File: src/source/sync_fifo.sv
// synchronous FIFO with a live head view and a registered pop output, used for both queues
`timescale 1ns/10ps

module sync_fifo #(
	parameter int width      = 8,
	parameter int depth      = 16,
	parameter int room_level = 1
) (
	input  logic             clock,
	input  logic             rstn,
	input  logic             push,
	input  logic [width-1:0] data_in,
	input  logic             pop,
	output logic [width-1:0] data_out,
	output logic [width-1:0] head,
	output logic             empty,
	output logic             full,
	output logic             room
);

	localparam int ptr_width = (depth > 1) ? $clog2(depth) : 1;
	localparam int cnt_width = $clog2(depth + 1);

	logic [width-1:0]     mem [depth];
	logic [ptr_width-1:0] wr_ptr;
	logic [ptr_width-1:0] rd_ptr;
	logic [cnt_width-1:0] count;
	logic                 do_push;
	logic                 do_pop;

	assign empty   = (count == '0);
	assign full    = (count == cnt_width'(depth));
	assign room    = ((cnt_width'(depth) - count) >= cnt_width'(room_level));
	// pops on an empty queue are dropped
	assign do_push = push && !full;
	assign do_pop  = pop && !empty;
	assign head    = empty ? '0 : mem[rd_ptr];

	always_ff @(posedge clock) begin
		if (do_push)
			mem[wr_ptr] <= data_in;
	end

	always_ff @(posedge clock or negedge rstn) begin
		if (!rstn) begin
			wr_ptr   <= '0;
			rd_ptr   <= '0;
			count    <= '0;
			data_out <= '0;
		end else begin
			if (do_push)
				wr_ptr <= (wr_ptr == ptr_width'(depth - 1)) ? '0 : wr_ptr + 1'b1;
			if (do_pop)
				rd_ptr <= (rd_ptr == ptr_width'(depth - 1)) ? '0 : rd_ptr + 1'b1;
			if (do_push && !do_pop)
				count <= count + 1'b1;
			else if (do_pop && !do_push)
				count <= count - 1'b1;
			// zero when idle so a struct valid bit reads as a strobe
			data_out <= do_pop ? mem[rd_ptr] : '0;
		end
	end

	push_when_full: assert property (@(posedge clock) disable iff (!rstn) push |-> !full);

	// single entry comes back unchanged
	round_trip: assert property (@(posedge clock) disable iff (!rstn)
		(empty && push) ##1 pop |=> (data_out == $past(data_in, 2)));

endmodule

File: config.mk
export PLATFORM = sky130hd
export DESIGN_NAME = sync_fifo
export DESIGN_NICKNAME = d
export VERILOG_FILES = /design/src/source/sync_fifo.sv
export SDC_FILE = /design/constraint.sdc
export NUM_CORES = 1
export LEC_CHECK = 0
export ABC_CLOCK_PERIOD_IN_PS = 3900
export BUFFER_PORTS_ARGS = -buffer_cell sky130_fd_sc_hd__buf_2
export CAP_MARGIN = 30
export CORE_ASPECT_RATIO = 0.5
export CORE_MARGIN = 1.5
export CORE_UTILIZATION = 50
export CTS_BUF_LIST = sky130_fd_sc_hd__clkbuf_8 sky130_fd_sc_hd__clkbuf_16
export CTS_CLUSTER_DIAMETER = 50
export CTS_CLUSTER_SIZE = 28
export DETAILED_ROUTE_END_ITERATION = 6
export PLACE_DENSITY = 0.67
export SETUP_SLACK_MARGIN = 0.2
export SYNTH_ARGS = -nofsm -noshare
export SYNTH_HDL_FRONTEND = slang
export SYNTH_SLANG_ARGS = --single-unit
File: constraint.sdc
create_clock -name clock -period 3.9 [get_ports clock]
set_input_delay 0.975 -clock clock [delete_from_list [all_inputs] [get_ports clock]]
set_output_delay 0.975 -clock clock [all_outputs]
set_load 0.005 [all_outputs]
==> results.yml <==
power_and_ir_drop:
  combPwrFrac_pct: 30.8
  power.switching_mw: 1.64
  ir_drop_mv: 0.428
  intPower_mw: 3.73
  p_seq_share_pct: 38.7
  power.density_mw_per_mm2: 755
  p_leak_nw: 2.59
  p_clk_share_pct: 30.5
  swShare_pct: 30.5
clock_network:
  clk_latency_ns: 0.41
  clkTransAtPathRegs_ns: 0.06
  cts_buffers: 17
  htree_levels: 4
  root_buffer: "clkbuf_16"
  clock_sinks: 149
  clk_path_buf_depth: 2
  cts_tree: "yes"
placed_design:
  io_buffers: 30
  dpl.hpwl_um: 7470
  routabilityCongestion: 0.839
  dp_slack_ns: 0.455
grt:
  grt_usage_pct: 19.8
  antenna_found_initial: 0
  grt_pass1_wl_um: 18000
  overflow: 0
  grt_max_degree: 37
  first_global_vias: 3080
timing:
  tns_ns: 0
  hold_violations: 0
  min_period_over_period_pct: 88.0
  worstMarginPinSlew_ns: 0.786
  final-setup-viol-count: 0
  rsz0062_at_grt: "false"
  clock_skew_ns: 0.0107
  report.final.slew_viol_count: 0
  max_freq_mhz: 291
  timing.final.ws_setup_ns: 0.467
  fin_crit_ns: 3.43
  slew_headroom_pct: 47.5
yosys:
  synth_edf_count: 128
  synth.cell_area_mm2: 0.00622
  ys_ff_latch: 149
  avgSynthCellArea_um2: 18.9
  syn_nets: 356
  synth.distinct_cells: 36
  synthFlopType: "edfxtp_1"
  synthArstFlopShare_pct: 14.1
  ys_warn_count: 0
  synth-seq-area-share_pct: 70.2
  synth_cells: 330
route:
  ant_nets: 0
  via_per_inst: 5.59
  drtIter0Drc: 246
  wire_per_inst_um: 21.6
  vias: 3066
  first_pass_iters: 4
  drc: 0
  wirelength_um: 11800
worst_setup_path:
  r2r_start: "count[1]"
  worstRegToRegCells: 12
  r2r_setup_slack_ns: 0.54
  critPathRequiredTime_ns: 2.92
  path_class: "flop to output port"
  start_kind: "flop"
  endpoint_kind: "output port"
  cp_max_fo: 17
  arrival_ns: 2.46
  reg2reg_to: "count[4]"
hold_path:
  hold_class: "input port to async pin"
floorplan:
  coreArea_mm2: 0.0120
  die_w_um: 161
  initial_core_util_pct: 52.0
  dieArea_mm2: 0.0132
  io-pin-count: 31
  rows: 28
  fp.dieH_um: 81.9
status:
  status: "completed"
job:
  maxCapViolCount: 0
final_layout:
  antennaDiodeCount: 0
  drive_gt1_share_pct: 24.5
  area_delta_synth_final_pct: 14.2
  layout.nets: 396
-- per-stage QoR --
stage | hold slack (ns) | instance area, um2 | power (mW) | utilization (%) | instances
6_report | 0.516 | 7110 | 5.37 | 59.3 | 548
5_1_grt | 0.527 | 7110 | 5.64 | 59.3 | 548
4_1_cts | 0.507 | 7110 | 5.41 | 59.3 | 548
3_5_place_dp | 0.580 | 6500 | 3.78 | 54.2 | 516
3_3_place_gp | 0.554 | 6500 | 3.71 | 54.2 | 516
2_1_floorplan | 0.500 | 6220 | 3.29 | - | 330
-- how the worst max path moves through the flow --
| stage | start | endpoint | slack [ns] | depth (start not counted) |
|---|---|---|---|---|
| after global routing | count[0] | count[4] | 0.24 | 12 |
| final | rd_ptr[0] | head[0] | 0.47 | 6 |
| after CTS | rd_ptr[0] | head[0] | 0.41 | 6 |
| after global placement | count[0] | count[4] | 0.69 | 12 |
| after floorplan | count[1] | count[4] | 0.53 | 14 |
| after detailed placement | count[1] | count[4] | 0.46 | 12 |
-- cell type report --
cell class / count / area (um2)
Tap cell: 165 / 206
Multi-Input combinational cell: 159 / 1710
Clock inverter: 11 / 93.8
Sequential cell: 149 / 4370
Clock buffer: 21 / 514
Timing Repair Buffer: 35 / 188
Inverter: 8 / 30.0
Fill cell: 883 / 4870
-- state kept, by name (all words and copies together) (netlist names) --
name	count
count	5
mem	128
rd_ptr	4
wr_ptr	4
data_out	8
-- power by group through the flow --
stage / Sequential (mW) / Combinational (mW) / Clock [mW]
after global routing: 2.10 / 1.81 / 1.73
after detailed placement: 2.11 / 1.67 / 0
after global placement: 2.10 / 1.61 / 0
after CTS: 2.08 / 1.67 / 1.66
after floorplan: 2.07 / 1.22 / 0
final: 2.08 / 1.66 / 1.63
-- synthesized netlist by cell type (3+ instances only) --
| library cell | n | share of area [%] |
|---|---|---|
| dfrtp_1 | 21 | 8.4 |
| ha_1 | 13 | 2.6 |
| and2_1 | 16 | 1.6 |
| nand3_1 | 3 | 0.24 |
| buf_2 | 4 | 0.32 |
| nand2_1 | 14 | 0.84 |
| edfxtp_1 | 128 | 62 |
| mux4_1 | 14 | 5.9 |
| inv_1 | 7 | 0.42 |
| nor3b_1 | 3 | 0.36 |
| mux2i_1 | 18 | 2.9 |
| a21o_1 | 3 | 0.36 |
| nor2_1 | 16 | 0.96 |
| mux4_2 | 18 | 6.5 |
| o21ai_0 | 8 | 0.64 |
| a21oi_1 | 4 | 0.32 |
| nor3_1 | 4 | 0.32 |
| xnor2_1 | 4 | 0.56 |
| mux2_2 | 9 | 1.6 |
| buf_4 | 3 | 0.36 |
-- logic make-up after synthesis --
family,count (synthesis),synth area share (%)
fa+ha+maj,14,2.93
compound gates,19,1.85
buf+inv,22,2.41
mux,59,16.9
flops,149,70.2
simple gates,62,4.97
xor+xnor,5,0.703
-- cell usage in the layout, fill, tap and decap left out, drive strengths merged, types with 2 or more instances in the layout --
cell	n
clkinv	4
and2	16
nor3b	3
nand2b	2
o21ai	8
ha	13
mux2i	18
edfxtp	128
buf	35
a21oi	4
nor3	4
xnor2	4
a21o	3
clkinvlp	2
mux4	32
dfrtp	21
nand2	14
mux2	9
clkbuf	21
inv	12
nand3	3
nor2	16
-- worst max-delay path, stage by stage (launching register included) --
cell and delay, ns:
dfrtp_1 0.32, buf_4 0.31, mux4_1 0.63, mux2i_1 0.33, mux2_2 0.25, nor2_1 0.06
buf_2 0.13
-- repair_timing --
| action | in CTS | in global routing |
|---|---|---|
| hold buffers | 0 | 0 |
| endpoints found under the setup margin | 0 | 1 |
| endpoints found under the hold margin | 0 | 0 |
| gates resized for setup | 0 | 1 |
| setup buffers | 0 | 0 |
-- layer usage --
layer	vias up	wire length (um)	track usage (%)
li1	1389	-	-
met5	-	0	0
met1	1556	5220	26.3
met4	0	99	7.22
met3	8	882	5.66
met2	113	5630	31.9
Power figures use the tool's default switching activity.
