[src/source/vertex_job_pkg.sv]
// shared widths, array and state enums, and bus structs for the vertex job controller
package vertex_job_pkg;

	////////////////////////////////////////////////////////////////////////////
	// widths
	////////////////////////////////////////////////////////////////////////////

	localparam int vertex_width      = 32;
	localparam int vertices_per_line = 8;
	localparam int line_width        = vertex_width * vertices_per_line;
	localparam int line_bytes        = line_width / 8;
	localparam int count_width       = 16;
	localparam int addr_width        = 32;
	// per-chunk vertex count, 1 to 8
	localparam int vcount_width      = 4;

	////////////////////////////////////////////////////////////////////////////
	// enums
	////////////////////////////////////////////////////////////////////////////

	typedef enum logic [1:0] {
		out_degree,
		graph_data,
		edges_idx
	} array_sel_e;

	typedef enum logic [2:0] {
		idle,
		size_chunk,
		send_out_degree,
		send_graph_data,
		send_edges_idx,
		wait_lines,
		shift_vertices
	} seq_state_e;

	////////////////////////////////////////////////////////////////////////////
	// structs
	////////////////////////////////////////////////////////////////////////////

	typedef struct packed {
		logic [count_width-1:0] num_vertices;
		logic [addr_width-1:0]  out_degree_base;
		logic [addr_width-1:0]  edges_idx_base;
		logic [addr_width-1:0]  data_base;
	} job_desc_t;

	typedef struct packed {
		logic                    valid;
		logic [addr_width-1:0]   address;
		array_sel_e              array_sel;
		logic [vcount_width-1:0] vertex_count;
	} read_cmd_t;

	// one whole cacheline, tagged by array and count
	typedef struct packed {
		logic                    valid;
		array_sel_e              array_sel;
		logic [vcount_width-1:0] vertex_count;
		logic [line_width-1:0]   data;
	} read_line_t;

	typedef struct packed {
		logic                    valid;
		logic [count_width-1:0]  id;
		logic [vertex_width-1:0] out_degree;
		logic [vertex_width-1:0] edges_idx;
		logic [vertex_width-1:0] data;
	} vertex_job_t;

endpackage

[src/source/vertex_line_unpacker.sv]
// holds the three returned lines of a chunk and emits one vertex job per shift cycle
`timescale 1ns/10ps

module vertex_line_unpacker (
	input  logic                        clock,
	input  logic                        rstn,
	input  vertex_job_pkg::read_line_t  read_line,
	input  logic                        shift,
	input  logic                        chunk_clear,
	input  logic                        job_start,
	output logic                        lines_ready,
	output vertex_job_pkg::vertex_job_t vertex_push
);

	import vertex_job_pkg::*;

	logic [line_width-1:0]  degree_line;
	logic [line_width-1:0]  data_line;
	logic [line_width-1:0]  edges_line;
	// one flag per array_sel value
	logic [2:0]             arrived;
	logic [count_width-1:0] id_count;

	assign lines_ready = &arrived;

	always_ff @(posedge clock or negedge rstn) begin
		if (!rstn)
			arrived <= '0;
		else if (chunk_clear)
			arrived <= '0;
		else if (read_line.valid)
			arrived[read_line.array_sel] <= 1'b1;
	end

	////////////////////////////////////////////////////////////////////////////
	// line registers, vertex 0 in the low bits
	////////////////////////////////////////////////////////////////////////////

	always_ff @(posedge clock) begin
		if (shift) begin
			degree_line <= degree_line >> vertex_width;
			data_line   <= data_line >> vertex_width;
			edges_line  <= edges_line >> vertex_width;
		end
		if (read_line.valid) begin
			case (read_line.array_sel)
				out_degree: degree_line <= read_line.data;
				graph_data: data_line   <= read_line.data;
				edges_idx:  edges_line  <= read_line.data;
				default:    ;
			endcase
		end
	end

	// ids count from 0 within each job
	always_ff @(posedge clock or negedge rstn) begin
		if (!rstn)
			id_count <= '0;
		else if (job_start)
			id_count <= '0;
		else if (shift)
			id_count <= id_count + 1'b1;
	end

	always_comb begin
		vertex_push = '0;
		if (shift) begin
			vertex_push.valid      = 1'b1;
			vertex_push.id         = id_count;
			vertex_push.out_degree = degree_line[vertex_width-1:0];
			vertex_push.edges_idx  = edges_line[vertex_width-1:0];
			vertex_push.data       = data_line[vertex_width-1:0];
		end
	end

	line_once: assert property (@(posedge clock) disable iff (!rstn)
		read_line.valid |-> !arrived[read_line.array_sel]);

endmodule

[config.mk]
export PLATFORM = sky130hd
export DESIGN_NAME = vertex_line_unpacker
export DESIGN_NICKNAME = d
export VERILOG_FILES = /design/src/source/vertex_job_pkg.sv /design/src/source/vertex_line_unpacker.sv
export SDC_FILE = /design/constraint.sdc
export NUM_CORES = 2
export LEC_CHECK = 0
export BUFFER_PORTS_ARGS = -buffer_cell sky130_fd_sc_hd__buf_2
export CELL_PAD_IN_SITES_DETAIL_PLACEMENT = 0
export CELL_PAD_IN_SITES_GLOBAL_PLACEMENT = 1
export CORE_MARGIN = 8
export CORE_UTILIZATION = 48
export DETAILED_ROUTE_END_ITERATION = 16
export GPL_ROUTABILITY_DRIVEN = 0
export PLACE_DENSITY = 0.89
export SYNTH_ARGS = -nofsm -noshare
export SYNTH_HDL_FRONTEND = slang
export SYNTH_SLANG_ARGS = --single-unit
[constraint.sdc]
create_clock -name clock -period 4.4 [get_ports clock]
set_clock_uncertainty 0.2 [all_clocks]
set_input_delay 0.88 -clock clock [delete_from_list [all_inputs] [get_ports clock]]
set_output_delay 0.88 -clock clock [all_outputs]
set_load 0.05 [all_outputs]
==> impl_metrics.json <==
{
  "status": "finished clean",
  "grt_max_degree": 180,
  "synthCells": 3547,
  "n_fill_cell": 5984,
  "whs_ns": 0.05283,
  "antenna_found_initial": 49,
  "drive_gt1_share_pct": 14.13,
  "yosysTopAreaCell": "dfxtp_1",
  "rsz0062_at_grt": "false",
  "layout.nets": 4042,
  "ys.warnings.count": 0,
  "leakagePower_nw": 16.31,
  "routed_wl_um": 85910,
  "hold_viol": 0,
  "worstPathArrival_ns": 2.11,
  "dieArea_mm2": 0.07591,
  "cts_setup_buffers": 0,
  "grt_pass1_wl_um": 132000,
  "seq_area_mm2": 0.01585,
  "min_period_ns": 3.193,
  "critical_path.cell_chain": "buf_8 > buf_12 > and2_1 > buf_2",
  "tns_ns": 0,
  "crit_slowest_cell": "buf_12",
  "dp.final_hpwl_um": 60010,
  "max_cap_viol_count": 0,
  "path_clk_slew_ns": 0.06,
  "worst_path_largest_cell_delay_ns": 0.42,
  "irDropWorstVdd_uv": 243.0,
  "fin_area_mm2": 0.03731,
  "root_buffer": "clkbuf_16",
  "wl_per_cell_um": 18.12,
  "syn_nets": 3816,
  "synth_edf_count": 0,
  "crit_type": "in -> out",
  "postSynthAreaPerCell_um2": 9.114,
  "die_w_um": 275.5,
  "antenna_left": 0,
  "ys.flop_type": "dfxtp_1",
  "max_freq_ghz": 0.3132,
  "r2r_setup_slack_ns": 2.60,
  "ioPinCount": 382,
  "cts_resized": 0,
  "rows": 95,
  "min_period_over_period_pct": 72.57,
  "drv_slew": 0,
  "grtUsageTotal_pct": 21.77,
  "yosysMostFrequentCell": "nand2_1",
  "ys_seq_elements": 787,
  "cts_made_buffers": 81,
  "tightest_slew_ns": 0.9632,
  "slew_headroom_pct": 35.79,
  "drt_iter0_markers": 2077,
  "htreeDepth": 3,
  "drc_errors": 0,
  "multi_input_area_mm2": 0.01518,
  "core-area_mm2": 0.06692,
  "startpoint_type": "input pin",
  "vias": 24670,
  "initial_core_util_pct": 48.31,
  "path_max_fanout": 85,
  "postPlaceCellArea_mm2": 0.03461,
  "portBuffers": 377,
  "syn2layout_area_growth_pct": 15.40,
  "async_flop_share_pct": 2.414,
  "synth_top_area_share_pct": 47.56,
  "ys_top_cells_by_count": "nand2_1 (837), dfxtp_1 (768), mux2i_1 (673), o21ai_0 (624), buf_2 (138)",
  "firstDrtPassIters": 5,
  "grt_pass1_vias": 22340,
  "holdCritPathClass": "in -> async",
  "cts_tree": "yes",
  "clkLatencyLatePin_ns": 0.61,
  "synth.distinct_cells": 30,
  "synth_area_mm2": 0.03233,
  "ys_top_cells_by_area": "dfxtp_1 (48%), mux2i_1 (21%), nand2_1 (9.7%), o21ai_0 (9.7%), and2_1 (2.1%)",
  "vias_per_cell": 5.203,
  "critPathCaptureType": "output port",
  "power.density_mw_per_mm2": 498.5,
  "hold_buffers": 0,
  "clockBufferDepth": 3,
  "required_ns": 3.32,
  "grt-ovfl-total": 0,
  "cts.sinks": 787,
  "setup_viol": 0,
  "ys_seq_area_share_pct": 49.03,
  "die_h_um": 275.5
}
## stage by stage
stage | std cells | power, mW | setup slack, ns | utilization (%)
floorplan | 3547 | 10.95 | 1.371 | -
global placement | 4563 | 11.86 | 1.239 | 51.72
detailed placement | 4563 | 12.00 | 1.221 | 51.72
CTS | 4710 | 18.71 | 1.211 | 55.63
global route | 4726 | 19.44 | 1.147 | 55.69
finish | 4741 | 18.60 | 1.207 | 55.75
## registers in the layout (all words and copies together), names as in the netlist
name	count
edges_line	256
id_count	16
arrived	3
degree_line	256
data_line	256
## power by group
group,total [mW],internal (mW),switching [mW]
sequential,9.31,8.37,0.938
combinational,2.56,1.09,1.47
clock,6.72,3.89,2.83
## logic make-up (layout without fill, tap and decap cells)
| kind of cell | Yosys count | after routing | synth area share [%] |
|---|---|---|---|
| simple gates | 1092 | 1092 | 14.75 |
| flops | 787 | 787 | 49.03 |
| compound gates | 706 | 706 | 10.93 |
| mux | 673 | 673 | 20.84 |
| buf+inv | 274 | 564 | 4.037 |
| xor+xnor | 14 | 14 | 0.3793 |
| fa+ha+maj | 1 | 1 | 0.03870 |
| other cells | 0 | 31 | 0 |
## layout make-up
cell class              instances  area share (%)
inverters                       3         0.03019
diodes                         31          0.2079
well taps                     873           2.928
multi-input cells            2486           40.70
flip-flops and latches        787           42.49
repair buffers                414           6.634
clock inverters                21          0.4763
clock buffers                 126           6.537
## worst max-delay path: cells and delay by family
kind / cells / cell delay, ns
buffers and inverters: 3 / 0.97
and+or+nand+nor: 1 / 0.19
## layer usage
| metal | share of wire [%] | GRT usage (%) | vias up |
|---|---|---|---|
| met5 | 0.27 | 0 | - |
| met4 | 2.0 | 6.703 | 36 |
| met3 | 7.5 | 5.465 | 134 |
| met2 | 39 | 28.84 | 554 |
| met1 | 52 | 33.74 | 11310 |
| li1 | - | - | 12630 |
## placed cells by master, fill, tap and decap left out, types with 3 or more instances in the layout
cell	instances
and2_1	111
buf_12	24
buf_2	376
buf_4	13
clkbuf_1	23
clkbuf_16	83
clkbuf_8	20
clkinv_2	12
dfrtp_1	19
dfxtp_1	768
diode_2	31
inv_1	3
inv_6	5
mux2i_1	673
nand2_1	837
nand2b_1	32
nand3_1	5
nand3b_1	65
nand4_1	5
nor2_1	21
nor3_1	4
nor4_1	6
o21ai_0	624
o21ai_1	81
xnor2_1	11
xor2_1	3
## path summary, 6_finish.rpt
kind                                          from                  endpoint  depth (start not counted)
setup / recovery                             shift           vertex_push[61]                          4
hold / removal                                rstn  id_count[15]$_DFFE_PN0P_                          1
setup reg to reg           id_count[1]$_DFFE_PN0P_  id_count[14]$_DFFE_PN0P_                          5
hold reg to reg             data_line[244]$_DFF_P_    data_line[244]$_DFF_P_                          2
max in group asynchronous                     rstn  id_count[12]$_DFFE_PN0P_                          1
min in group clock                     chunk_clear    arrived[1]$_DFFE_PN0P_                          2
Note: power is estimated with default switching activity, not from simulation.
